==> config.mk <==
export PLATFORM = sky130hd
export DESIGN_NAME = niuRegFile
export DESIGN_NICKNAME = d
export VERILOG_FILES = /design/src/niuPkg.sv /design/src/niuRegFile.sv
export SDC_FILE = /design/constraint.sdc
export NUM_CORES = 2
export LEC_CHECK = 0
export BUFFER_PORTS_ARGS = -buffer_cell sky130_fd_sc_hd__buf_4
export CAP_MARGIN = 25
export CORE_ASPECT_RATIO = 0.5
export CORE_MARGIN = 1.5
export CORE_UTILIZATION = 25
export DETAILED_ROUTE_END_ITERATION = 10
export GPL_ROUTABILITY_DRIVEN = 0
export SLEW_MARGIN = 15
export SYNTH_ARGS = -nofsm -noshare
export SYNTH_HDL_FRONTEND = slang
export SYNTH_SLANG_ARGS = --single-unit
export TNS_END_PERCENT = 30
==> constraint.sdc <==
create_clock -name clk -period 92.9 [get_ports clk]
set_input_delay 9.29 -clock clk [delete_from_list [all_inputs] [get_ports clk]]
set_output_delay 9.29 -clock clk [all_outputs]
set_load 0.02 [all_outputs]
==> src/niuPkg.sv <==
`default_nettype none

package niuPkg;

    localparam int wordSize = 32;
    localparam int instrBytes = 4;                    // PC step
    localparam int byteOffset = $clog2(instrBytes);   // Byte bits below the word index
    localparam int regCount = 32;
    localparam int immBits = 17;
    localparam int imemWords = 2048;
    localparam int dmemWords = 2048;
    localparam int memIndexBits = $clog2(imemWords);

    typedef logic [wordSize-1:0] word_t;
    typedef logic [$clog2(regCount)-1:0] regIdx_t;
    typedef logic [4:0] opcode_t;
    typedef logic [4:0] aluFunc_t;
    typedef logic [immBits-1:0] imm_t;
    typedef logic [memIndexBits-1:0] memIndex_t;

    // Primary opcodes
    localparam opcode_t opAlur = 5'b00000;   // Register ALU op, function in op2
    localparam opcode_t opAddi = 5'b00001;
    localparam opcode_t opAndi = 5'b00101;
    localparam opcode_t opOri = 5'b00110;
    localparam opcode_t opXori = 5'b00111;
    localparam opcode_t opSuli = 5'b01000;
    localparam opcode_t opSsli = 5'b01001;
    localparam opcode_t opSuri = 5'b01010;
    localparam opcode_t opSsri = 5'b01011;
    localparam opcode_t opLw = 5'b10000;
    localparam opcode_t opSw = 5'b10011;
    localparam opcode_t opBeq = 5'b11000;
    localparam opcode_t opBne = 5'b11001;
    localparam opcode_t opBlt = 5'b11010;
    localparam opcode_t opBle = 5'b11011;
    localparam opcode_t opJal = 5'b11111;

    // ALU functions, immediate opcodes share these codes
    localparam aluFunc_t aluSub = 5'b00000;
    localparam aluFunc_t aluAdd = 5'b00001;
    localparam aluFunc_t aluNot = 5'b00100;
    localparam aluFunc_t aluAnd = 5'b00101;
    localparam aluFunc_t aluOr = 5'b00110;
    localparam aluFunc_t aluXor = 5'b00111;
    localparam aluFunc_t aluSul = 5'b01000;
    localparam aluFunc_t aluSsl = 5'b01001;
    localparam aluFunc_t aluSur = 5'b01010;
    localparam aluFunc_t aluSsr = 5'b01011;
    localparam aluFunc_t aluEq = 5'b10000;
    localparam aluFunc_t aluNeq = 5'b10001;
    localparam aluFunc_t aluLt = 5'b10010;
    localparam aluFunc_t aluLeq = 5'b10011;

    // Memory-mapped ports
    localparam word_t ledAddress = 32'hFFFF0020;
    localparam word_t switchAddress = 32'hFFFF0120;

    localparam word_t pcStart = 32'h0;

    typedef enum logic [2:0] {
        busNone,
        busPc,
        busReg,
        busMem,
        busAlu,
        busImm,
        busImmShifted     // Immediate times instrBytes, for branches
    } busSrc_t;

    typedef struct packed {
        logic     ldPc;
        logic     incPc;
        logic     ldIr;
        logic     wrReg;
        logic     ldA;
        logic     ldB;
        logic     ldMar;
        logic     wrMem;
        busSrc_t  busSrc;
        regIdx_t  regSel;
        aluFunc_t aluFunc;
    } ctrl_t;

    typedef struct packed {
        opcode_t  op1;
        regIdx_t  rx;
        regIdx_t  ry;
        regIdx_t  rz;
        imm_t     imm;
        aluFunc_t op2;
    } instrFields_t;

    typedef enum logic [4:0] {
        sFetch,
        sDecode,
        sAluB,
        sAluA,
        sAluWb,
        sMemA,
        sMemB,
        sMemAddr,
        sLwWait,
        sLwWb,
        sSwWr,
        sBrA,
        sBrB,
        sBrCmp,
        sBrPc,
        sBrOff,
        sBrAdd,
        sJalLink,
        sJalJump,
        sHalt
    } ctrlState_t;

endpackage

`default_nettype wire

==> src/niuRegFile.sv <==
`default_nettype none

module niuRegFile (
    input  logic          clk,
    input  logic          reset,
    input  niuPkg::ctrl_t ctrl,
    input  niuPkg::word_t bus,
    output niuPkg::word_t regData
);
    import niuPkg::*;

    word_t regs [regCount];

    always_ff @(posedge clk or posedge reset) begin
        if (reset) begin
            for (int i = 0; i < regCount; i++) begin
                regs[i] <= '0;
            end
        end else if (ctrl.wrReg) begin
            regs[ctrl.regSel] <= bus;
        end
    end

    // Read and write share the same select
    assign regData = regs[ctrl.regSel];

endmodule

`default_nettype wire

### After elaboration in Yosys (flattened, before gate mapping)

Cells that the tools add are included.

* $lt $le $gt $ge: 2
* mux-type cells: 6
* bitwise gates (word level): 1
* reductions and logical operators: 1

Operator list (count)
* $bwmux W1024: 1
* $bmux W32 S5: 1
* $demux W32 S5: 1
* $mux W32: 3
* $ge A6 B6 Y1 const B: 1
* $lt A6 B1 Y1 const B: 1
* $not A5 Y6: 1
* $logic_and A1 B1 Y1: 1

* register bits: 1024
* bits of input ports: 55
* output and inout bits: 32
* word-level logic and storage cells: 42

### Logic depth before layout (Yosys ltp)

* word-level depth: 6
* gate-level depth with buffers: 8
* gate-level depth less buffers: 4

### Worst setup path before layout

No wires, ideal clock.

* kind: in2out
* from: input ctrl[6] in the netlist's numbering
* to: output regData[0]
* arrival: 10765 ps
* data required time: 83610 ps
* path slack: 72845 ps
* stages on the path: 7
* cells stage by stage: buf_2 > buf_4 > clkbuf_1 > mux2i_1 > o22ai_1 > nor4_1 > nand2_1

* longest elaborated chain between the ends: 4

Ends and longest elaborated chain
* start: declaration: RTL line niuRegFile.sv:6 `input niuPkg::ctrl_t ctrl,`
* $not A5 Y6 (implied by the code): RTL line niuRegFile.sv:25 `assign regData = regs[ctrl.regSel];`
* $bmux W32 S5: RTL line niuRegFile.sv:25
* $mux W32 (implied by the code) (2 in a row): RTL line niuRegFile.sv:25
* end: declaration: RTL line niuRegFile.sv:8 `output niuPkg::word_t regData`

Every way passes these cells. The select of a mux whose other input is x is not followed.

### Worst setup path in the final report

* from: input ctrl[6] in the netlist's numbering
* to: output regData[23]

Same word-level chain as after synthesis.

==> impl_metrics.py <==
metrics = {
    "critical_path": {
        "startpoint_type": "input pin",
        "worstPathRequired_ns": 83.61,
        "worstSetupPathType": "in2out",
        "worstPathArrival_ns": 13.24,
        "r2r_cells": 1,
        "path_buf_inv": 4,
        "slowest_delay_ns": 0.93,
        "critPathTopFamily": "buffers and inverters",
        "r2r_start": "regs[636]$_DFFE_PP0P_",
        "cpMostUsedCell": "buf_4",
        "regToRegSetupSlack_ns": 92.11,
        "rr_endpoint": "regs[636]$_DFFE_PP0P_",
        "critPathMaxFanout": 130,
        "cp-end-kind": "output port",
        "cp_slowest_cell": "buf_4",
        "path_cells": "buf_8, buf_12, buf_4, mux2i_1, o22ai_1, nor4_1, nand2_1, buf_4",
    },
    "status": {
        "run_status": "complete, no violations",
    },
    "synthesis": {
        "synth_simple_gate_area_share_pct": 2.19,
        "syn-num-nets": 3352,
        "async_reset_ff_share_pct": 100,
        "yosys_warnings": 0,
        "synth_cell_types": 29,
        "yosys.area.top_type_share_pct": 55.2,
        "avgSynthCellArea_um2": 14.1,
        "synth_flop_cell": "dfrtp_1",
        "ys_ff_latch": 1024,
        "synthesis.area_um2": 46400,
        "synth_xor_area_share_pct": 0,
        "synth_compound_area_share_pct": 3.45,
        "synth_edf_count": 0,
        "synth_most_common_cell": "dfrtp_1",
        "synth_top_area_cell": "dfrtp_1",
        "yosys.area_share.adder_pct": 0,
        "yosys-top-cells-count": "dfrtp_1, mux2_2, mux2i_1",
        "synth_seq_area_share_pct": 55.2,
        "muxShareOfSynthArea_pct": 35.9,
        "synthCells": 3297,
        "netlist_top_cells_area": "dfrtp_1, mux2_2, mux2i_1",
        "synth_top_family_by_area": "multiplexers",
    },
    "sta": {
        "fin_ws_ns": 70.37,
        "hold_viol": 0,
        "worstMarginPinSlew_ns": 1.06,
        "fmax_ghz": 0.0444,
        "relSlewSlack_pct": 29.4,
        "finalMaxSlewViolations": 0,
        "finClkSkew_ns": 0,
        "period_share_pct": 24.3,
        "finalCriticalPeriod_ns": 22.53,
        "tns_ns": 0,
        "setup_viol": 0,
        "rsz0062_at_grt": "no",
    },
    "route": {
        "routed_via_density": 4.83,
        "firstDrtPassIters": 6,
        "detailroute.via_count": 28070,
        "drt-initial-drc-count": 1927,
        "ant_nets": 0,
        "wl_per_cell_um": 22.9,
        "routed_wirelength_um": 133000,
        "drc": 0,
    },
    "floorplan": {
        "coreArea_um2": 184000,
        "die_h_um": 308,
        "die_w_um": 612,
        "num_rows": 111,
        "ios": 87,
        "initial_core_util_pct": 25.2,
        "dieArea_um2": 188000,
    },
    "clocking": {
        "clockBufferDepth": 3,
        "clock-root-buffer": "clkbuf_16",
        "postCtsHoldBufs": 0,
        "ctsResizeCount": 0,
        "cts.sinks": 1024,
        "cts_setup_buffers": 0,
        "htreeDepth": 3,
        "clk_pin_slew_ns": 0.05,
        "cts-buffers-inserted": 109,
        "cts_tree": "built",
        "clk_latency_ns": 0.67,
    },
    "placement": {
        "place_area_um2": 49400,
        "place_hpwl_um": 79200,
        "io_buffer_count": 71,
        "place_ws_ns": 70.48,
        "numPlacedInstances": 5605,
    },
    "hold_path": {
        "min_to": "regs[589]$_DFFE_PP0P_",
        "hp-start": "regs[589]$_DFFE_PP0P_",
        "min_path_type": "reg2reg",
        "hold_depth": 1,
    },
    "finish": {
        "fin_cells": 5812,
        "reg.largest.list": "regs x1024",
        "area_delta_synth_final_pct": 14.6,
        "fin_area_um2": 53200,
        "regArea_um2": 25600,
        "drive_gt1_share_pct": 40.0,
        "regMostFlops": "regs",
        "final_nets": 3290,
        "fillCellCount": 18503,
        "multi_input_area_um2": 19500,
        "largest_register_ffs": 1024,
    },
    "global_routing": {
        "grt_max_degree": 186,
        "antenna_found_initial": 4,
        "grt_pass1_wl_um": 198000,
        "grtUsageTotal_pct": 14.0,
        "grt_overflow": 0,
        "first_global_vias": 29983,
    },
    "run": {
        "drv_cap": 0,
    },
    "pwr": {
        "powerDensity_nw_per_um2": 22.5,
        "ir_worst_vdd_mv": 0.0135,
        "p_leak_nw": 24.2,
        "p_total_mw": 1.20,
    },
}
how the worst max path moves through the flow:
| stage | startpoint | end | slack (ns) | depth (start not counted) |
|---|---|---|---|---|
| 2_1_floorplan | reset | regs[0]$_DFFE_PP0P_ | 54.79 | 1 |
| 3_3_place_gp | ctrl[6] | regData[13] | 70.46 | 8 |
| 3_5_place_dp | ctrl[6] | regData[23] | 70.48 | 8 |
| 4_1_cts | ctrl[6] | regData[23] | 70.48 | 8 |
| 5_1_grt | ctrl[6] | regData[23] | 70.23 | 8 |
| 6_report | ctrl[6] | regData[23] | 70.37 | 8 |
layer usage:
metal / wire length, um / GRT usage [%] / share of wire [%]
met1: 59300 / 18.3 / 45
met2: 64400 / 23.6 / 48
met3: 4840 / 1.80 / 3.6
met4: 4690 / 5.11 / 3.5
met5: 0 / 0 / 0
power breakdown:
part,switching [mW],total (mW),internal [mW]
Clock,0.177,0.441,0.264
Combinational,0.0817,0.179,0.0972
Sequential,0.0440,0.577,0.533
logic make-up (layout without fill, tap and decap cells):
| family | Yosys count | count (layout) |
|---|---|---|
| buf+inv | 319 | 345 |
| flops | 1024 | 1024 |
| other cells | 0 | 3 |
| simple gates | 162 | 162 |
| compound gates | 256 | 256 |
| mux | 1536 | 1536 |
layout by cell type (no fill, tap or decap), types with 5 or more instances in the layout:
master / n
buf_16: 7
buf_4: 131
bufinv_16: 6
clkbuf_1: 25
clkbuf_16: 112
clkbuf_8: 34
clkinv_2: 16
dfrtp_1: 1024
mux2_1: 66
mux2_2: 958
mux2i_1: 512
nand2_1: 35
nand2_2: 10
nand3_2: 5
nor2_4: 12
nor4_1: 64
o22ai_1: 256
through the flow:
stage	hold WS (ns)	util, %
global route	0.501	28.9
detailed placement	0.474	26.8
finish	0.486	28.9
global placement	0.466	26.8
floorplan	0.457	-
CTS	0.487	28.8
final cells by class:
type,instances,share of cell area [%]
tap,2486,5.85
clock buffer,171,6.32
timing repair buffer,145,2.43
inverter,1,0.0212
sequential,1024,48.2
multi-input combinational,1954,36.6
clock inverter,28,0.597
antenna,3,0.0141
No activity file was read; power rests on OpenSTA's default activity.
