File: config.mk
export PLATFORM = sky130hd
export DESIGN_NAME = niuAlu
export DESIGN_NICKNAME = d
export VERILOG_FILES = /design/src/niuPkg.sv /design/src/niuAlu.sv
export SDC_FILE = /design/constraint.sdc
export NUM_CORES = 1
export LEC_CHECK = 0
export BUFFER_PORTS_ARGS = -buffer_cell sky130_fd_sc_hd__buf_2
export CAP_MARGIN = 10
export CORE_MARGIN = 3
export CORE_UTILIZATION = 58
export DETAILED_ROUTE_END_ITERATION = 8
export PLACE_DENSITY = 0.78
export SYNTH_ARGS = -nofsm -noshare
export SYNTH_HDL_FRONTEND = slang
export SYNTH_SLANG_ARGS = --single-unit
File: constraint.sdc
create_clock -name clk -period 5.9 [get_ports clk]
set_input_delay 0.885 -clock clk [delete_from_list [all_inputs] [get_ports clk]]
set_output_delay 0.885 -clock clk [all_outputs]
set_load 0.01 [all_outputs]
File: src/niuPkg.sv
`default_nettype none

package niuPkg;

    localparam int wordSize = 32;
    localparam int instrBytes = 4;                    // PC step
    localparam int byteOffset = $clog2(instrBytes);   // Byte bits below the word index
    localparam int regCount = 32;
    localparam int immBits = 17;
    localparam int imemWords = 2048;
    localparam int dmemWords = 2048;
    localparam int memIndexBits = $clog2(imemWords);

    typedef logic [wordSize-1:0] word_t;
    typedef logic [$clog2(regCount)-1:0] regIdx_t;
    typedef logic [4:0] opcode_t;
    typedef logic [4:0] aluFunc_t;
    typedef logic [immBits-1:0] imm_t;
    typedef logic [memIndexBits-1:0] memIndex_t;

    // Primary opcodes
    localparam opcode_t opAlur = 5'b00000;   // Register ALU op, function in op2
    localparam opcode_t opAddi = 5'b00001;
    localparam opcode_t opAndi = 5'b00101;
    localparam opcode_t opOri = 5'b00110;
    localparam opcode_t opXori = 5'b00111;
    localparam opcode_t opSuli = 5'b01000;
    localparam opcode_t opSsli = 5'b01001;
    localparam opcode_t opSuri = 5'b01010;
    localparam opcode_t opSsri = 5'b01011;
    localparam opcode_t opLw = 5'b10000;
    localparam opcode_t opSw = 5'b10011;
    localparam opcode_t opBeq = 5'b11000;
    localparam opcode_t opBne = 5'b11001;
    localparam opcode_t opBlt = 5'b11010;
    localparam opcode_t opBle = 5'b11011;
    localparam opcode_t opJal = 5'b11111;

    // ALU functions, immediate opcodes share these codes
    localparam aluFunc_t aluSub = 5'b00000;
    localparam aluFunc_t aluAdd = 5'b00001;
    localparam aluFunc_t aluNot = 5'b00100;
    localparam aluFunc_t aluAnd = 5'b00101;
    localparam aluFunc_t aluOr = 5'b00110;
    localparam aluFunc_t aluXor = 5'b00111;
    localparam aluFunc_t aluSul = 5'b01000;
    localparam aluFunc_t aluSsl = 5'b01001;
    localparam aluFunc_t aluSur = 5'b01010;
    localparam aluFunc_t aluSsr = 5'b01011;
    localparam aluFunc_t aluEq = 5'b10000;
    localparam aluFunc_t aluNeq = 5'b10001;
    localparam aluFunc_t aluLt = 5'b10010;
    localparam aluFunc_t aluLeq = 5'b10011;

    // Memory-mapped ports
    localparam word_t ledAddress = 32'hFFFF0020;
    localparam word_t switchAddress = 32'hFFFF0120;

    localparam word_t pcStart = 32'h0;

    typedef enum logic [2:0] {
        busNone,
        busPc,
        busReg,
        busMem,
        busAlu,
        busImm,
        busImmShifted     // Immediate times instrBytes, for branches
    } busSrc_t;

    typedef struct packed {
        logic     ldPc;
        logic     incPc;
        logic     ldIr;
        logic     wrReg;
        logic     ldA;
        logic     ldB;
        logic     ldMar;
        logic     wrMem;
        busSrc_t  busSrc;
        regIdx_t  regSel;
        aluFunc_t aluFunc;
    } ctrl_t;

    typedef struct packed {
        opcode_t  op1;
        regIdx_t  rx;
        regIdx_t  ry;
        regIdx_t  rz;
        imm_t     imm;
        aluFunc_t op2;
    } instrFields_t;

    typedef enum logic [4:0] {
        sFetch,
        sDecode,
        sAluB,
        sAluA,
        sAluWb,
        sMemA,
        sMemB,
        sMemAddr,
        sLwWait,
        sLwWb,
        sSwWr,
        sBrA,
        sBrB,
        sBrCmp,
        sBrPc,
        sBrOff,
        sBrAdd,
        sJalLink,
        sJalJump,
        sHalt
    } ctrlState_t;

endpackage

`default_nettype wire

File: src/niuAlu.sv
`default_nettype none

module niuAlu (
    input  logic          clk,
    input  niuPkg::ctrl_t ctrl,
    input  niuPkg::word_t bus,
    output niuPkg::word_t aluResult,
    output logic          aluFlag
);
    import niuPkg::*;

    word_t opA;
    word_t opB;
    logic [$clog2(wordSize)-1:0] shamt;

    always_ff @(posedge clk) begin
        if (ctrl.ldA) begin
            opA <= bus;
        end
        if (ctrl.ldB) begin
            opB <= bus;
        end
    end

    assign shamt = opB[$clog2(wordSize)-1:0];   // Low five bits only

    always_comb begin
        case (ctrl.aluFunc)
            aluSub: aluResult = opA - opB;
            aluAdd: aluResult = opA + opB;
            aluNot: aluResult = ~opA;
            aluAnd: aluResult = opA & opB;
            aluOr: aluResult = opA | opB;
            aluXor: aluResult = opA ^ opB;
            aluSul, aluSsl: aluResult = opA << shamt;   // Same result either way
            aluSur: aluResult = opA >> shamt;
            aluSsr: aluResult = word_t'($signed(opA) >>> shamt);
            aluEq: aluResult = word_t'(opA == opB);
            aluNeq: aluResult = word_t'(opA != opB);
            aluLt: aluResult = word_t'($signed(opA) < $signed(opB));
            aluLeq: aluResult = word_t'($signed(opA) <= $signed(opB));
            default: aluResult = '0;
        endcase
    end

    assign aluFlag = aluResult[0];   // Branch decision

endmodule

`default_nettype wire

# Word level (Yosys, flattened, before mapping)
# Cells that the tools add are included.
# word_totals
output_inout_bits	33
regBits	64
in_bits	54
# classes
n_lt_le_gt_ge	2
reduce_logical	2
bitwise	4
n_addsub	2
n_shift	3
eq_ne	15
n_mux	1
# ops
op	n
case mux 32 bit (13 select lines)	1
adder 32 bit	1
AND 32 bit	1
equality test 32 bit	1
less-or-equal comparator 32 bit	1
< comparator 32 bit	1
!= test 32 bit	1
inverter 32 bit	1
bitwise OR 32 bit	1
<< shifter 32 x 5 -> 32 bit	1
right shift 32 x 5 -> 32 bit	1
>>> shifter 32 x 5 -> 32 bit	1
subtractor 32 bit	1
XOR 32 bit	1
equality test 5 x 3 -> 1 bit (second input constant)	4
equality test 5 x 4 -> 1 bit (second input constant)	4
equality test 5 bit (second input constant)	4
equality test 5 x 1 -> 1 bit (second input constant)	1
logical NOT 5 bit	1
OR reduction 2 bit	1

# Longest topological paths before layout
# logic_depth
word_depth	3
depth_mapped	15
mapped_depth_nobuf	13

# Worst setup path after synthesis
# OpenSTA, ideal clock, no wires.
# synth_path
path_kind	flip-flop to output port
start	reg opB[1]
end	out aluResult[30]
t_arrival_ns	3.726
path_stages_with_launch	15
required_ns	5.015
setup_slack_ns	1.289
n_path_buf	3
cell_sequence	edfxtp_1 > clkbuf_1 > inv_1 > buf_1 > clkbuf_1 > fa_1 > and2b_1 > o31a_4 > o22ai_2 > o22a_1 > o311a_1 > or3_4 > o311a_1 > o31ai_2 > o21ai_1
# synth_via
elab_chain_cells	2
elab_cells_between_ends	6
# synth_rtl
item	line_no	rtl
start: declaration	niuAlu.sv:13	word_t opB;
start signal: assignment	niuAlu.sv:21	opB <= bus;
adder 32 bit, or another cell as far along	niuAlu.sv:30	aluAdd: aluResult = opA + opB;
case mux 32 bit (13 select lines) (*)	niuAlu.sv:28	case (ctrl.aluFunc)
end: declaration	niuAlu.sv:7	output niuPkg::word_t aluResult,
# Mark *: on every way between the ends. The rest lies on a longest branch, timed or not.

# Worst setup path in the final report
# layout_path
start	reg opA[17]
end	out aluResult[28]
# layout_via
elab_chain_cells	2
elab_cells_between_ends	6
# layout_rtl
item	line_no	rtl
start: declaration	niuAlu.sv:12	word_t opA;
start signal: assignment	niuAlu.sv:18	opA <= bus;
adder 32 bit, or another cell as far along	niuAlu.sv:30	
case mux 32 bit (13 select lines) (*)	niuAlu.sv:28	
# Marked as above.

==> results.toml <==
[floorplan]
io_pins = 87
start_util = 0.602
die_x_um = 141
core_area_um2 = 17500
die-area_um2 = 19800
fp.dieH_um = 141
row_count = 48

[cts]
clockBufferDepth = 2
cts_max_level = 3
cts_buffers = 9
cts-root-buf = "clkbuf_16"
clkSlewWorstSetupHoldPaths_ns = 0.07
hold_buffers = 0
post-cts-setup-buffers = 0
cts_sinks = 64
cts_tree = "built"
cts.repair.resized = 0

[worst_setup_path]
crit_slowest_cell = "edfxtp_1"
critical_path_arrival_ns = 4.48
cp_cell_sequence = "inv_1 -> ha_1 -> or4_1 -> nor3_1 -> nand4_1 -> o211ai_1 -> o22ai_1 -> a211oi_1 -> xnor2_1 -> o21ai_0 -> buf_2"
path_buf_inv = 2
crit_type = "reg -> out"
slowest_delay_ns = 0.57
critPathCaptureType = "primary output"
critPathMaxFanout = 12
path_delay_family = "compound AO/OA/AOI/OAI gates"
critPathRequiredTime_ns = 5.02
setup.worst_path.start_class = "register"

[timing]
fin_ws_ns = 0.535
tns_ns = 0
maxSlewViolCount = 0
setup_viol = 0
min_period_ns = 5.36
hold_viol = 0
fmax_mhz = 186
period_share = 0.909
rsz0062_at_grt = "false"
tightest_slew_ns = 1.16
relSlewSlack = 0.218

[logic_synthesis]
syn_inst = 1334
synth_xor_area_frac = 0.0208
yosysSeqAreaShare = 0.182
yosysWarnings = 0
synth-simple-area-share = 0.165
synth_mux_area_frac = 0.152
synth_most_common_cell = "nor2_1"
syn_nets = 1487
synth_edf_count = 64
ys_ff_latch = 64
synthAdderAreaFrac = 0.119
synth_area_leaders = "edfxtp_1, ha_1, mux4_2"
synth_top_family_by_area = "compound AO/OA/AOI/OAI gates"
synth_flop_cell = "edfxtp_1"
netlist_area_um2 = 10600
synthArstFlopShare = 0
synth-compound-area-share = 0.288
syn_area_per_cell_um2 = 7.91
synth_top_area_share = 0.182
synth_top_area_cell = "edfxtp_1"
yosysUniqueCellTypes = 76
synth_commonest_cells = "nor2_1, a21oi_1, o21ai_0"

[detailed_routing]
drc = 0
avgViaCountPerCell = 7.31
firstDrtPassIters = 7
routedWlPerCell_um = 25.1
first_iter_violations = 1816
vias = 11400
wirelength_um = 39300
ant_nets = 0

[global_routing]
grt_pass1_wl_um = 60100
overflow = 0
grt_pass1_vias = 10300
antenna_found_initial = 0
grt.total_usage = 0.388
grt_start_max_net_pins = 74

[power_and_ir_drop]
power.density_nw_per_um2 = 212
leakage_nw = 4.68
ir_drop_uv = 160

[placement]
gp_congestion = 1.04
post-place-ws_ns = 1.12
dp_hpwl_um = 28900
io_buffers = 72

[cells_and_area]
syn2layout_area_growth_pct = 7.03
final_util = 0.644
num_antenna_cells = 0
drive_gt1_frac = 0.136
nets = 1488

[job]
cap_violations = 0

[run_status]
status = "completed"

[min_path]
min_path_type = "in -> reg"
==> cell usage in the layout (no fill, tap or decap), types with 10 or more instances in the layout <==
cell type | synthesis | routed
a2111oi_0 | 11 | 11
a211oi_1 | 27 | 27
a21o_1 | 17 | 17
a21oi_1 | 108 | 108
a221oi_1 | 13 | 13
a31oi_1 | 15 | 15
buf_2 | 15 | 72
buf_4 | 3 | 20
edfxtp_1 | 64 | 64
ha_1 | 97 | 97
inv_1 | 93 | 93
mux2_2 | 10 | 10
mux2i_1 | 50 | 50
mux4_2 | 44 | 44
nand2_1 | 98 | 98
nand3_1 | 21 | 21
nor2_1 | 145 | 145
nor2b_1 | 14 | 14
nor3_1 | 36 | 36
o211ai_1 | 23 | 23
o21a_1 | 14 | 14
o21ai_0 | 104 | 104
o21bai_1 | 16 | 16
o22ai_1 | 23 | 23
o31ai_1 | 15 | 15
xnor2_1 | 20 | 20
==> power breakdown <==
part / total [mW] / leakage [nW] / switching, mW / internal [mW]
clock network: 0.605 / 0.156 / 0.234 / 0.371
logic: 1.18 / 3.90 / 0.736 / 0.441
registers: 0.612 / 0.626 / 0.0682 / 0.544
total: 2.39 / 4.68 / 1.04 / 1.36
==> metrics by stage <==
| stage | cells | power (mW) | hold slack (ns) | cell area, µm² |
|---|---|---|---|---|
| 2_1_floorplan | 1334 | 1.42 | 0.984 | 10600 |
| 3_3_place_gp | 1549 | 1.72 | 1.07 | 11000 |
| 3_5_place_dp | 1549 | 1.74 | 1.08 | 11000 |
| 4_1_cts | 1565 | 2.35 | 0.711 | 11300 |
| 5_1_grt | 1565 | 2.51 | 0.714 | 11300 |
| 6_report | 1565 | 2.39 | 0.715 | 11300 |
==> registers in the layout, summed over array words and instances (netlist names) <==
signal / count
opA: 32
opB: 32
==> final cells by class <==
cell class / count / area [µm²]
Sequential cell: 64 / 1920
Multi-Input combinational cell: 1071 / 7880
Fill cell: 1568 / 6240
Timing Repair Buffer: 93 / 531
Inverter: 96 / 360
Tap cell: 225 / 282
Clock inverter: 7 / 95.1
Clock buffer: 9 / 225
==> per-layer routing <==
layer | routed length [µm] | global-route usage | vias up
met1 | 14900 | 0.541 | 5317
met5 | 0 | 0 | -
li1 | - | - | 4997
met2 | 16400 | 0.562 | 924
met4 | 2470 | 0.169 | 0
met3 | 5580 | 0.112 | 198
==> cells by family (layout without fill, tap and decap cells) <==
kind of cell,count (synthesis),after routing
DFF,64,64
muxes,104,104
buffers and inverters,199,205
AOI/OAI and AO/OA,462,462
and+or+nand+nor,381,381
xor gates and xnor gates,25,25
adders and majority gates,99,99
==> worst paths after layout <==
check,endpoint,cells past startpoint,from
setup / recovery,aluResult[28],11,opA[17]$_DFFE_PP_
hold / removal,opA[29]$_DFFE_PP_,1,bus[29]
No activity file was read; power rests on OpenSTA's default activity.
