[src/niuPkg.sv]
`default_nettype none

package niuPkg;

    localparam int wordSize = 32;
    localparam int instrBytes = 4;                    // PC step
    localparam int byteOffset = $clog2(instrBytes);   // Byte bits below the word index
    localparam int regCount = 32;
    localparam int immBits = 17;
    localparam int imemWords = 2048;
    localparam int dmemWords = 2048;
    localparam int memIndexBits = $clog2(imemWords);

    typedef logic [wordSize-1:0] word_t;
    typedef logic [$clog2(regCount)-1:0] regIdx_t;
    typedef logic [4:0] opcode_t;
    typedef logic [4:0] aluFunc_t;
    typedef logic [immBits-1:0] imm_t;
    typedef logic [memIndexBits-1:0] memIndex_t;

    // Primary opcodes
    localparam opcode_t opAlur = 5'b00000;   // Register ALU op, function in op2
    localparam opcode_t opAddi = 5'b00001;
    localparam opcode_t opAndi = 5'b00101;
    localparam opcode_t opOri = 5'b00110;
    localparam opcode_t opXori = 5'b00111;
    localparam opcode_t opSuli = 5'b01000;
    localparam opcode_t opSsli = 5'b01001;
    localparam opcode_t opSuri = 5'b01010;
    localparam opcode_t opSsri = 5'b01011;
    localparam opcode_t opLw = 5'b10000;
    localparam opcode_t opSw = 5'b10011;
    localparam opcode_t opBeq = 5'b11000;
    localparam opcode_t opBne = 5'b11001;
    localparam opcode_t opBlt = 5'b11010;
    localparam opcode_t opBle = 5'b11011;
    localparam opcode_t opJal = 5'b11111;

    // ALU functions, immediate opcodes share these codes
    localparam aluFunc_t aluSub = 5'b00000;
    localparam aluFunc_t aluAdd = 5'b00001;
    localparam aluFunc_t aluNot = 5'b00100;
    localparam aluFunc_t aluAnd = 5'b00101;
    localparam aluFunc_t aluOr = 5'b00110;
    localparam aluFunc_t aluXor = 5'b00111;
    localparam aluFunc_t aluSul = 5'b01000;
    localparam aluFunc_t aluSsl = 5'b01001;
    localparam aluFunc_t aluSur = 5'b01010;
    localparam aluFunc_t aluSsr = 5'b01011;
    localparam aluFunc_t aluEq = 5'b10000;
    localparam aluFunc_t aluNeq = 5'b10001;
    localparam aluFunc_t aluLt = 5'b10010;
    localparam aluFunc_t aluLeq = 5'b10011;

    // Memory-mapped ports
    localparam word_t ledAddress = 32'hFFFF0020;
    localparam word_t switchAddress = 32'hFFFF0120;

    localparam word_t pcStart = 32'h0;

    typedef enum logic [2:0] {
        busNone,
        busPc,
        busReg,
        busMem,
        busAlu,
        busImm,
        busImmShifted     // Immediate times instrBytes, for branches
    } busSrc_t;

    typedef struct packed {
        logic     ldPc;
        logic     incPc;
        logic     ldIr;
        logic     wrReg;
        logic     ldA;
        logic     ldB;
        logic     ldMar;
        logic     wrMem;
        busSrc_t  busSrc;
        regIdx_t  regSel;
        aluFunc_t aluFunc;
    } ctrl_t;

    typedef struct packed {
        opcode_t  op1;
        regIdx_t  rx;
        regIdx_t  ry;
        regIdx_t  rz;
        imm_t     imm;
        aluFunc_t op2;
    } instrFields_t;

    typedef enum logic [4:0] {
        sFetch,
        sDecode,
        sAluB,
        sAluA,
        sAluWb,
        sMemA,
        sMemB,
        sMemAddr,
        sLwWait,
        sLwWb,
        sSwWr,
        sBrA,
        sBrB,
        sBrCmp,
        sBrPc,
        sBrOff,
        sBrAdd,
        sJalLink,
        sJalJump,
        sHalt
    } ctrlState_t;

endpackage

`default_nettype wire

[src/niuControl.sv]
`default_nettype none

module niuControl (
    input  logic                 clk,
    input  logic                 reset,
    input  niuPkg::instrFields_t fields,
    input  logic                 aluFlag,
    output niuPkg::ctrl_t        ctrl,
    output logic                 halted
);
    import niuPkg::*;

    ctrlState_t state;
    ctrlState_t stateNext;
    ctrl_t ctrlNext;
    logic isAlur;

    assign isAlur = (fields.op1 == opAlur);
    assign halted = (state == sHalt);

    always_comb begin
        stateNext = state;
        case (state)
            // Strobes are registered, so the first fetch after reset waits a cycle
            sFetch: stateNext = ctrl.ldIr ? sDecode : sFetch;
            sDecode: begin
                case (fields.op1)
                    opAlur: begin
                        case (fields.op2)
                            aluSub, aluAdd, aluNot, aluAnd, aluOr, aluXor,
                            aluSul, aluSsl, aluSur, aluSsr,
                            aluEq, aluNeq, aluLt, aluLeq: stateNext = sAluB;
                            default: stateNext = sHalt;   // Multiply, divide and unknown
                        endcase
                    end
                    opAddi, opAndi, opOri, opXori,
                    opSuli, opSsli, opSuri, opSsri: stateNext = sAluB;
                    opLw, opSw: stateNext = sMemA;
                    opBeq, opBne, opBlt, opBle: stateNext = sBrA;
                    opJal: stateNext = sJalLink;
                    default: stateNext = sHalt;
                endcase
            end
            sAluB: stateNext = sAluA;
            sAluA: stateNext = sAluWb;
            sMemA: stateNext = sMemB;
            sMemB: stateNext = sMemAddr;
            sMemAddr: stateNext = (fields.op1 == opLw) ? sLwWait : sSwWr;
            sLwWait: stateNext = sLwWb;   // MDR catches the read
            sBrA: stateNext = sBrB;
            sBrB: stateNext = sBrCmp;
            sBrCmp: stateNext = aluFlag ? sBrPc : sFetch;
            sBrPc: stateNext = sBrOff;
            sBrOff: stateNext = sBrAdd;
            sJalLink: stateNext = sJalJump;
            sHalt: stateNext = sHalt;
            default: stateNext = sFetch;   // sAluWb, sLwWb, sSwWr, sBrAdd, sJalJump
        endcase
    end

    // Strobes for the state about to be entered
    always_comb begin
        ctrlNext = '0;
        case (stateNext)
            sFetch: begin
                ctrlNext.ldIr = 1'b1;
                ctrlNext.incPc = 1'b1;
            end
            sAluB: begin
                ctrlNext.ldB = 1'b1;
                ctrlNext.busSrc = isAlur ? busReg : busImm;
                ctrlNext.regSel = fields.ry;
            end
            sAluA, sMemA, sBrA: begin
                ctrlNext.ldA = 1'b1;
                ctrlNext.busSrc = busReg;
                ctrlNext.regSel = fields.rx;
            end
            sAluWb: begin
                ctrlNext.wrReg = 1'b1;
                ctrlNext.busSrc = busAlu;
                ctrlNext.regSel = isAlur ? fields.rz : fields.ry;
                ctrlNext.aluFunc = isAlur ? fields.op2 : aluFunc_t'(fields.op1);
            end
            sMemB: begin
                ctrlNext.ldB = 1'b1;
                ctrlNext.busSrc = busImm;
            end
            sMemAddr: begin
                ctrlNext.ldMar = 1'b1;
                ctrlNext.busSrc = busAlu;
                ctrlNext.aluFunc = aluAdd;   // rx + imm
            end
            sLwWb: begin
                ctrlNext.wrReg = 1'b1;
                ctrlNext.busSrc = busMem;
                ctrlNext.regSel = fields.ry;
            end
            sSwWr: begin
                ctrlNext.wrMem = 1'b1;
                ctrlNext.busSrc = busReg;
                ctrlNext.regSel = fields.ry;
            end
            sBrB: begin
                ctrlNext.ldB = 1'b1;
                ctrlNext.busSrc = busReg;
                ctrlNext.regSel = fields.ry;
            end
            sBrCmp: begin
                case (fields.op1)
                    opBne: ctrlNext.aluFunc = aluNeq;
                    opBlt: ctrlNext.aluFunc = aluLt;
                    opBle: ctrlNext.aluFunc = aluLeq;
                    default: ctrlNext.aluFunc = aluEq;
                endcase
            end
            sBrPc: begin
                ctrlNext.ldA = 1'b1;
                ctrlNext.busSrc = busPc;   // Already points past the branch
            end
            sBrOff: begin
                ctrlNext.ldB = 1'b1;
                ctrlNext.busSrc = busImmShifted;
            end
            sBrAdd: begin
                ctrlNext.ldPc = 1'b1;
                ctrlNext.busSrc = busAlu;
                ctrlNext.aluFunc = aluAdd;
            end
            sJalLink: begin
                ctrlNext.wrReg = 1'b1;
                ctrlNext.busSrc = busPc;
                ctrlNext.regSel = fields.ry;
            end
            sJalJump: begin
                ctrlNext.ldPc = 1'b1;
                ctrlNext.busSrc = busReg;
                ctrlNext.regSel = fields.rx;
            end
            default: ctrlNext = '0;   // sDecode, sLwWait, sHalt
        endcase
    end

    always_ff @(posedge clk or posedge reset) begin
        if (reset) begin
            state <= sFetch;
            ctrl <= '0;
        end else begin
            state <= stateNext;
            ctrl <= ctrlNext;
        end
    end

    // PC has a single source per cycle
    pcLoadExclusive: assert property (@(posedge clk) disable iff (reset)
        !(ctrl.ldPc && ctrl.incPc));

endmodule

`default_nettype wire

[config.mk]
export PLATFORM = sky130hd
export DESIGN_NAME = niuControl
export DESIGN_NICKNAME = d
export VERILOG_FILES = /design/src/niuPkg.sv /design/src/niuControl.sv
export SDC_FILE = /design/constraint.sdc
export NUM_CORES = 1
export LEC_CHECK = 0
export BUFFER_PORTS_ARGS = -buffer_cell sky130_fd_sc_hd__buf_2
export CORE_UTILIZATION = 29
export DETAILED_ROUTE_END_ITERATION = 7
export GPL_TIMING_DRIVEN = 0
export PLACE_DENSITY = 0.62
export SYNTH_ARGS = -nofsm -noshare
export SYNTH_HDL_FRONTEND = slang
export SYNTH_SLANG_ARGS = --single-unit
[constraint.sdc]
create_clock -name clk -period 4.7 [get_ports clk]
set_input_delay 0.235 -clock clk [delete_from_list [all_inputs] [get_ports clk]]
set_output_delay 0.235 -clock clk [all_outputs]
set_load 0.05 [all_outputs]
=== Word-level counts from Yosys, hierarchy flattened ===
Memories as Yosys holds them, arrays and structs flattened.
Index checks and enable logic that the tools add are counted.
W data, S select, Z words.

* Output and inout port bits: 22
* Logic and storage cells: 93
* Memories kept: 1
* ROM bits: 64
* Bits in registers: 26

{| class="wikitable"
|+ Memories
! memory !! words !! width !! read ports !! clocked after Yosys merged registers in !! write ports !! RTL line !! RTL
|-
| (no name shown) || 32 || 2 || 1 || 0 || 0 || niuControl.sv:29 || <nowiki>case (fields.op2)</nowiki>
|}

* Reductions and logical operators: 16
* Eq/ne operators: 45
* Muxes and demuxes: 19

{| class="wikitable"
|+ Operator list
! cell !! count
|-
| $eq A5 B4 Y1 const B || 17
|-
| $pmux W5 S15 || 1
|-
| $eq A5 B5 Y1 const B || 12
|-
| $eq A5 B3 Y1 const B || 10
|-
| $pmux W5 S3 || 2
|-
| $pmux W5 S5 || 1
|-
| $pmux W3 S7 || 1
|-
| $eq A5 B2 Y1 const B || 4
|-
| $reduce_or A4 Y1 || 4
|-
| $logic_not A5 Y1 || 3
|-
| $eq A5 B1 Y1 const B || 2
|-
| $mux W5 || 2
|-
| $reduce_or A2 Y1 || 4
|-
| $reduce_or A8 Y1 || 1
|-
| $mux W1 || 7
|-
| $pmux W2 S3 || 1
|-
| $reduce_or A3 Y1 || 2
|-
| $reduce_or A6 Y1 || 1
|-
| $reduce_or A5 Y1 || 1
|-
| $mux W2 || 2
|-
| $mux W4 || 1
|-
| $mux W3 || 1
|}

=== Depth between registers and ports, before layout ===
Gate-level depths: netlist (run 1).

* Word-level depth: 7
* Gate-level depth with buffers: 8
* Mapped depth without buffers: 6

=== Worst setup path before layout (run 1) ===
Ideal clock, no wire load.

* Kind: register -> register
* From: reg state[3]
* To: reg ctrl[5] (netlist name)
* Path buffers: 1
* Stages on the path, launching flop included: 7
* Library setup time: 0.130 ns
* Path slack: 2.586 ns
* Clock period less this slack: 2.114 ns
* Arrival: 1.984 ns
* Cell sequence: dfrtp_1 > buf_6 > or3b_4 > or3_4 > o311ai_4 > o311a_1 > o31ai_1

{| class="wikitable"
|+ RTL lines
! element !! RTL line !! RTL
|-
| start: declaration || niuControl.sv:13 || <nowiki>ctrlState_t state;</nowiki>
|-
| start signal: assignment || niuControl.sv:146 || <nowiki>state <= sFetch;</nowiki>
|-
| start signal: assignment || niuControl.sv:149 || <nowiki>state <= stateNext;</nowiki>
|-
| end signal: assignment || niuControl.sv:150 || <nowiki>ctrl <= ctrlNext;</nowiki>
|-
| end: declaration || niuControl.sv:8 || <nowiki>output niuPkg::ctrl_t ctrl,</nowiki>
|}

==> results of run 1 <==
[synth_stat cells, types with 2 or more instances]
master / number / share of area
a22o_1: 2 / 0.010
buf_2: 6 / 0.018
a21oi_1: 26 / 0.077
buf_4: 2 / 0.0088
nand2b_1: 6 / 0.022
nand3_1: 6 / 0.018
inv_1: 10 / 0.022
nand2_1: 14 / 0.031
nor3b_1: 2 / 0.0088
and2_1: 3 / 0.011
xor2_1: 3 / 0.015
o31ai_1: 5 / 0.022
a32oi_1: 2 / 0.010
o21ai_0: 6 / 0.018
xnor2_1: 2 / 0.010
a31oi_1: 5 / 0.018
nor2_1: 24 / 0.053
a21o_1: 2 / 0.0088
o211ai_2: 2 / 0.015
nor2b_1: 8 / 0.029
a21boi_0: 2 / 0.0088
dfrtp_1: 25 / 0.37
o21ai_1: 3 / 0.0088
nor3_1: 5 / 0.015
clkbuf_1: 6 / 0.013
o211ai_1: 3 / 0.013
[sequential cells by signal, summed over array words and instances (netlist names)]
| name | flops |
|---|---|
| ctrl | 20 |
| state | 5 |
[power breakdown]
group          total [mW]  internal (mW)  switching (mW)
sequential          0.322          0.297          0.0251
combinational        1.01          0.323           0.683
clock               0.127         0.0592          0.0674
[final cells by class]
type,count,share of cell area
Tap cell,72,0.0437
Multi-Input combinational cell,153,0.462
Clock inverter,1,0.00243
Inverter,10,0.0182
Timing Repair Buffer,45,0.109
Sequential cell,25,0.304
Clock buffer,3,0.0200
Buffer,16,0.0401
[cells by family after synthesis]
logic type / after synthesis / share of synthesized area
muxes: 1 / 0.00590
DFF: 25 / 0.368
buffers and inverters: 26 / 0.0707
xor gates and xnor gates: 5 / 0.0258
and+or+nand+nor: 77 / 0.242
AOI/OAI and AO/OA: 70 / 0.287
[stage by stage]
| stage | setup WS [ns] | util | area, um2 |
|---|---|---|---|
| global route | 2.24 | 0.369 | 2060 |
| CTS | 2.34 | 0.369 | 2060 |
| global placement | 2.40 | 0.361 | 2010 |
| finish | 2.33 | 0.369 | 2060 |
| floorplan | 2.59 | - | 1700 |
| detailed placement | 2.36 | 0.361 | 2010 |
[per-layer routing]
| layer | vias to the layer above | track usage | part of all wire |
|---|---|---|---|
| met4 | 0 | 0.0444 | 0.011 |
| li1 | 824 | - | - |
| met5 | - | 0 | 0 |
| met1 | 774 | 0.206 | 0.47 |
| met3 | 4 | 0.0186 | 0.037 |
| met2 | 40 | 0.243 | 0.48 |
[how the worst max path moves through the flow]
| stage | start | to | slack [ns] | cells past startpoint |
|---|---|---|---|---|
| final | state[3] | ctrl[9] | 2.33 | 6 |
| after global routing | state[3] | ctrl[9] | 2.24 | 7 |
| after CTS | state[3] | ctrl[9] | 2.34 | 6 |
| after detailed placement | state[3] | ctrl[9] | 2.36 | 7 |
| after global placement | state[3] | ctrl[6] | 2.40 | 6 |
| after floorplan | state[3] | ctrl[5] | 2.59 | 6 |
[critical path, stage by stage (launching register included)]
cell and delay (ns):
dfrtp_1 0.38, buf_6 0.13, or3b_4 0.40, or3_4 0.36, o311ai_4 0.47, a211oi_4 0.16, o31ai_1 0.34
==> flow_summary.ini, run 1 <==
[run_status]
status = completed

[synth]
synth_cell_types = 50
yosysSeqAreaShare = 0.368
syn_area_per_cell_um2 = 8.32
synth-seq-cells = 25
synthCells = 204
synthFlopType = dfrtp_1
synth_nets = 249
async_flop_share = 1.00
synth-edff-count = 0
ys_warn_count = 0
synth_area_mm2 = 0.00170

[place]
port_buffers = 45
place_inst = 321
gp_congestion = 0.841
hpwlAfterDp_mm = 3.40

[detailed_routing]
wl_per_cell_um = 13.6
routed_wl_mm = 4.43
antenna_left = 0
drcViolationCount = 0
firstDrtPassIters = 4
dr_total_vias = 1642
first_iter_violations = 121
post_drt_via_cell_ratio = 5.05

[finish]
final_cell_mix = buf_2, a21oi_1, dfrtp_1
final-instance-count-excl-fill = 325
regArea_um2 = 626
multiInputGateArea_um2 = 952
final_common_cell = buf_2
final_layout_size_suffix_gt1_frac = 0.265
nets = 299
area_growth_pct = 21.3
diodes = 0
nFillCells = 589

[sta]
finalHoldViolations = 0
slew_violations = 0
tns_ns = 0
period_minus_slack_ns = 2.37
finClkSkew_ns = 0.00245
timing.final.crit_share = 0.504
slew_headroom = 0.375
whs_ns = 0.164
setup-violations-final = 0
fmax_ghz = 0.422
rsz0062_at_grt = false
tightest_slew_ns = 0.936

[die]
dieArea_mm2 = 0.00616
io_pins = 67
fp.dieH_um = 78.5
core-area_mm2 = 0.00557
num_rows = 27
fp.dieW_um = 78.5
start_util = 0.305

[clocking]
ctsHtreeMaxLevel = 1
clock_tree.buffer_depth = 2
clkTransAtPathRegs_ns = 0.09
cts_tree = yes
cts_sinks = 25
postCtsSetupBuffers = 0
hold_buffers = 0
cts_buffers = 3
clkLatencyLatePin_ns = 0.27
cts_resized = 0
root_buffer = clkbuf_8

[critical_path]
path_max_fanout = 8
worstRegToRegCells = 6
critPathKind = reg -> reg
crit_required_ns = 4.85
reg2reg_to = ctrl[9]
cp-start-kind = flip-flop
rr_startpoint = state[3]
crit_arrival_ns = 2.52
reg2reg_setup_slack_ns = 2.33
crit_path_end_kind = flip-flop

[global_route]
antenna_found_initial = 0
grt_pass1_vias = 1534
gr-total-overflow = 0
grt_pass1_wl_mm = 7.31
grt_max_degree = 26
grt_use_total = 0.149

[hold_path]
min_path_type = in -> async

[pwr]
leakagePower_nw = 0.979
ir_drop_uv = 227
power_mw = 1.46
power.density_mw_per_mm2 = 707

[flow_run]
drv_cap = 0
(Power assumes the default switching activity.)
==> run 2: changes to the inputs <==
- ABC_AREA: unset -> 1
- PLACE_DENSITY: 0.62 -> 0.65
- clock period: 4.7 -> 2.05 ns (I/O delays scaled with it)
==> flow_summary.ini, run 2 <==
[run_status]
status = completed

[die]
io_pins = 67
core-area_mm2 = 0.00511
num_rows = 26
dieArea_mm2 = 0.00562
fp.dieH_um = 75.0
fp.dieW_um = 75.0
start_util = 0.303

[synth]
synth_area_leaders = dfrtp_1, nand2_1, nand3_1, inv_1, a21oi_1
syn_area_per_cell_um2 = 7.36
yosysSeqAreaShare = 0.405
synth_cell_types = 28
synth_nets = 255
synthFlopType = dfrtp_1
synth-seq-cells = 25
synth_top_area_cell = dfrtp_1
synth.most_common_cell = nand2_1
synth_top_area_frac = 0.405
synth-edff-count = 0
synth_area_mm2 = 0.00155
synthCells = 210
async_flop_share = 1.00
synthTopCellsByCount = nand2_1, dfrtp_1, inv_1
ys_warn_count = 0

[global_route]
gr-total-overflow = 0
grt_use_total = 0.134
grt_max_degree = 26
antenna_found_initial = 0
grt_pass1_vias = 1325
grt_pass1_wl_mm = 5.79

[detailed_routing]
post_drt_via_cell_ratio = 4.55
dr_total_vias = 1516
firstDrtPassIters = 6
antenna_left = 0
routed_wl_mm = 3.82
first_iter_violations = 110
drcViolationCount = 0
wl_per_cell_um = 11.5

[sta]
tightest_slew_ns = 0.946
rsz0062_at_grt = false
slew_violations = 0
fmax_ghz = 0.543
period_minus_slack_ns = 1.84
tns_ns = 0
timing.final.crit_share = 0.898
finClkSkew_ns = 0.00408
finalHoldViolations = 0
whs_ns = 0.0392
slew_headroom = 0.369
setup-violations-final = 0

[clocking]
hold_buffers = 0
root_buffer = clkbuf_8
cts_resized = 0
cts_sinks = 25
clkTransAtPathRegs_ns = 0.09
clock_tree.buffer_depth = 2
postCtsSetupBuffers = 0
ctsHtreeMaxLevel = 1
cts_buffers = 3
cts_tree = yes
clkLatencyLatePin_ns = 0.26

[critical_path]
crit_chain = inv_2, nor2_1, nand3_1, nand3_1, nor3_2, nand2_2, nand2_1, nor2_2, nor2_4, nand2_4, nand2_1, nand3_1
worstRegToRegCells = 12
reg2reg_to = ctrl[6]
reg2reg_setup_slack_ns = 0.21
cpPeakStageDelay_ns = 0.46
worst_path_max_delay_cell = dfrtp_1
path_max_fanout = 5
crit_family = simple AND/OR/NAND/NOR gates
cp.buffers_inverters = 1
rr_startpoint = state[1]
crit_path_end_kind = flip-flop
crit_arrival_ns = 1.99
cp-start-kind = flip-flop
critPathKind = reg -> reg
crit_top_cell = nand3_1
crit_required_ns = 2.20

[place]
hpwlAfterDp_mm = 3.04
place_area_mm2 = 0.00188
port_buffers = 49
gp_congestion = 0.908

[finish]
top_regs = ctrl x20, state x5
regMostFlops = ctrl
nets = 309
final_cell_mix = nand2_1, buf_2, dfrtp_1
final_layout_size_suffix_gt1_frac = 0.338
final_common_cell = nand2_1
design_area_mm2 = 0.00192
area_growth_pct = 24.5
largest_reg_flops = 20
diodes = 0

[flow_run]
drv_cap = 0

[pwr]
ir_drop_uv = 503
power_mw = 2.79
power.density_mw_per_mm2 = 1450
leakagePower_nw = 1.13

[hold_path]
min_path_type = in -> async
-- run 2: cell types whose count changed after synthesis, sizes merged, moves of 6 or more --
| cell | before | now |
|---|---|---|
| nand2 | 14 | 65 |
| inv | 10 | 30 |
| nand3 | 6 | 24 |
| a21oi | 26 | 16 |
| nor2b | 8 | 0 |
| o21ai | 9 | 2 |
| buf | 10 | 4 |
| nand2b | 6 | 0 |
-- run 2: area by class of cell --
class / count / area [um2]
flip-flops and latches: 25 / 626
clock buffers: 4 / 45.0
fillers: 572 / 3180
multi-input cells: 149 / 764
inverters: 31 / 116
repair buffers: 49 / 245
well taps: 70 / 87.6
plain buffers: 5 / 38.8
-- run 2: logic make-up after synthesis --
group | count (synthesis) | share of synthesized area
buf+inv | 36 | 0.100
compound gates | 22 | 0.0850
flops | 25 | 0.405
simple gates | 127 | 0.410
-- run 2: worst register-to-register path, delay by kind of cell (launching register included) --
kind / cells / cell delay (ns)
buffers and inverters: 1 / 0.15
AND/OR/NAND/NOR: 11 / 1.12
flip-flops: 1 / 0.46
-- run 2: worst max path at each step --
stage               startpoint       to  slack [ns]  depth (start not counted)
floorplan             state[3]  ctrl[6]        0.13                         11
global placement      state[1]  ctrl[5]        0.26                         12
detailed placement    state[1]  ctrl[6]        0.22                         12
CTS                   state[1]  ctrl[6]        0.21                         12
global route          state[3]  ctrl[6]        0.04                         12
finish                state[1]  ctrl[6]        0.21                         12
-- run 2: stage by stage --
stage                     setup slack [ns]  cells  utilization
after detailed placement             0.222    329        0.368
after CTS                            0.205    333        0.377
after global placement               0.255    329        0.368
after global routing                0.0361    333        0.377
final                                0.209    333        0.377
after floorplan                      0.128    210            -
-- run 2: metal layers --
metal,up-vias,part of all wire,track usage
met5,-,0,0
met3,6,0.041,0.0120
met4,0,0.013,0.0440
met2,40,0.47,0.233
met1,692,0.47,0.175
li1,778,-,-
-- run 2: power breakdown --
| part | leakage, nW | switching (mW) | internal (mW) |
|---|---|---|---|
| registers | 0.332 | 0.0758 | 0.663 |
| clock network | 0.0228 | 0.150 | 0.139 |
| logic | 0.775 | 1.27 | 0.490 |
| total | 1.13 | 1.50 | 1.29 |
==> run 3: changes to the inputs <==
- CORE_ASPECT_RATIO: unset -> 0.8
==> flow_summary.ini, run 3 (synthesis gave the netlist of run 2 again) <==
[critical_path]
worstRegToRegCells = 15
crit_arrival_ns = 2.02
reg2reg_setup_slack_ns = 0.19
rr_startpoint = state[4]
crit_required_ns = 2.21
cp-start-kind = flip-flop
crit_path_end_kind = flip-flop
critPathKind = reg -> reg
path_max_fanout = 8
critPathLaunch = state[4]
reg2reg_to = ctrl[6]

[die]
start_util = 0.305
num_rows = 23
dieArea_mm2 = 0.00563
fp.dieW_um = 83.6
core-area_mm2 = 0.00506
io_pins = 67
fp.dieH_um = 67.3

[clocking]
clkLatencyLatePin_ns = 0.27
clock_tree.buffer_depth = 2
hold_buffers = 0
root_buffer = clkbuf_8
cts_sinks = 25
ctsHtreeMaxLevel = 1
cts_buffers = 3
cts_resized = 0
clkTransAtPathRegs_ns = 0.09
cts_tree = yes
postCtsSetupBuffers = 0

[finish]
final_common_cell = nand2_1
final_cell_mix = nand2_1, buf_2, dfrtp_1
area_growth_pct = 23.8
largest_reg_flops = 20
multiInputGateArea_um2 = 764
final-instance-count-excl-fill = 325
diodes = 0
regArea_um2 = 626
nFillCells = 539
regMostFlops = ctrl
top_regs = ctrl x20, state x5
final_layout_size_suffix_gt1_frac = 0.338
nets = 309
final_util = 0.378

[sta]
slew_violations = 0
tightest_slew_ns = 0.958
timing.final.crit_share = 0.908
setup_slack_ns = 0.188
finalHoldViolations = 0
fmax_ghz = 0.537
tns_ns = 0
setup-violations-final = 0
period_minus_slack_ns = 1.86
rsz0062_at_grt = false
finClkSkew_ns = 0.00654
slew_headroom = 0.360

[pwr]
intPower_mw = 1.29
ir_drop_uv = 823
switching_share = 0.538
power_frac_comb = 0.628
pwr-share-seq = 0.266
leakagePower_nw = 1.13
power.density_mw_per_mm2 = 1460
p_sw_mw = 1.50
pwr-share-clk = 0.106

[run_status]
status = completed

[place]
gp_congestion = 0.902
place_inst = 321
dp_slack_ns = 0.256
hpwlAfterDp_mm = 3.10
port_buffers = 49

[detailed_routing]
first_iter_violations = 152
wl_per_cell_um = 11.8
firstDrtPassIters = 4
dr_total_vias = 1518
routed_wl_mm = 3.84
antenna_left = 0
post_drt_via_cell_ratio = 4.67
drcViolationCount = 0

[global_route]
grt_pass1_vias = 1342
antenna_found_initial = 0
gr-total-overflow = 0
grt_max_degree = 26
grt_use_total = 0.142
grt_pass1_wl_mm = 6.33

[flow_run]
drv_cap = 0

[hold_path]
min_path_type = in -> async
## run 3: cell counts in the layout (fill, tap and decap cells not counted)
Identical to the previous run, type by type.
## run 3: layout make-up
| type | count | area share |
|---|---|---|
| Multi-Input combinational cell | 149 | 0.400 |
| Tap cell | 62 | 0.0405 |
| Sequential cell | 25 | 0.327 |
| Timing Repair Buffer | 49 | 0.128 |
| Clock buffer | 4 | 0.0235 |
| Buffer | 5 | 0.0203 |
| Inverter | 31 | 0.0608 |
## run 3: worst max-delay path by stage
stage	end
after floorplan	ctrl[6]
after global placement	ctrl[6]
after detailed placement	ctrl[6]
after CTS	ctrl[6]
after global routing	ctrl[9]
final	ctrl[6]
## run 3: power by group through the flow
| stage | clock network, mW | registers [mW] | logic, mW |
|---|---|---|---|
| after floorplan | 0 | 1.16 | 0.977 |
| after detailed placement | 0 | 0.756 | 1.75 |
| after global routing | 0.319 | 0.760 | 1.93 |
| after global placement | 0 | 0.749 | 1.74 |
| after CTS | 0.303 | 0.746 | 1.76 |
| final | 0.297 | 0.744 | 1.75 |
## run 3: worst max-delay path, cell delays in order, from the launching register on
cell and delay, ns:
dfrtp_1 0.38, buf_6 0.14, inv_2 0.09, nand3_1 0.11, nor2_1 0.18, o21ai_2 0.13, nand2_1 0.08, nor2_1 0.06
nand2_2 0.10, inv_2 0.03, nand2_1 0.07, nor2_2 0.06, nor2_4 0.14, nand2_4 0.08, nand2_1 0.06, nand3_1 0.05
## run 3: metal layers
metal  GRT usage  up-vias  part of all wire
li1            -      777                 -
met1       0.195      690              0.47
met2       0.228       46              0.46
met3      0.0379        5             0.069
met4      0.0254        0            0.0083
met5           0        -                 0
## run 3: through the flow
step | power (mW) | hold WS (ns) | cell area (um2)
after global routing | 3.01 | 0.0409 | 1910
after detailed placement | 2.51 | 0.319 | 1870
final | 2.80 | 0.0330 | 1910
after CTS | 2.81 | 0.0343 | 1910
after floorplan | 2.13 | 0.130 | 1550
after global placement | 2.49 | 0.316 | 1870
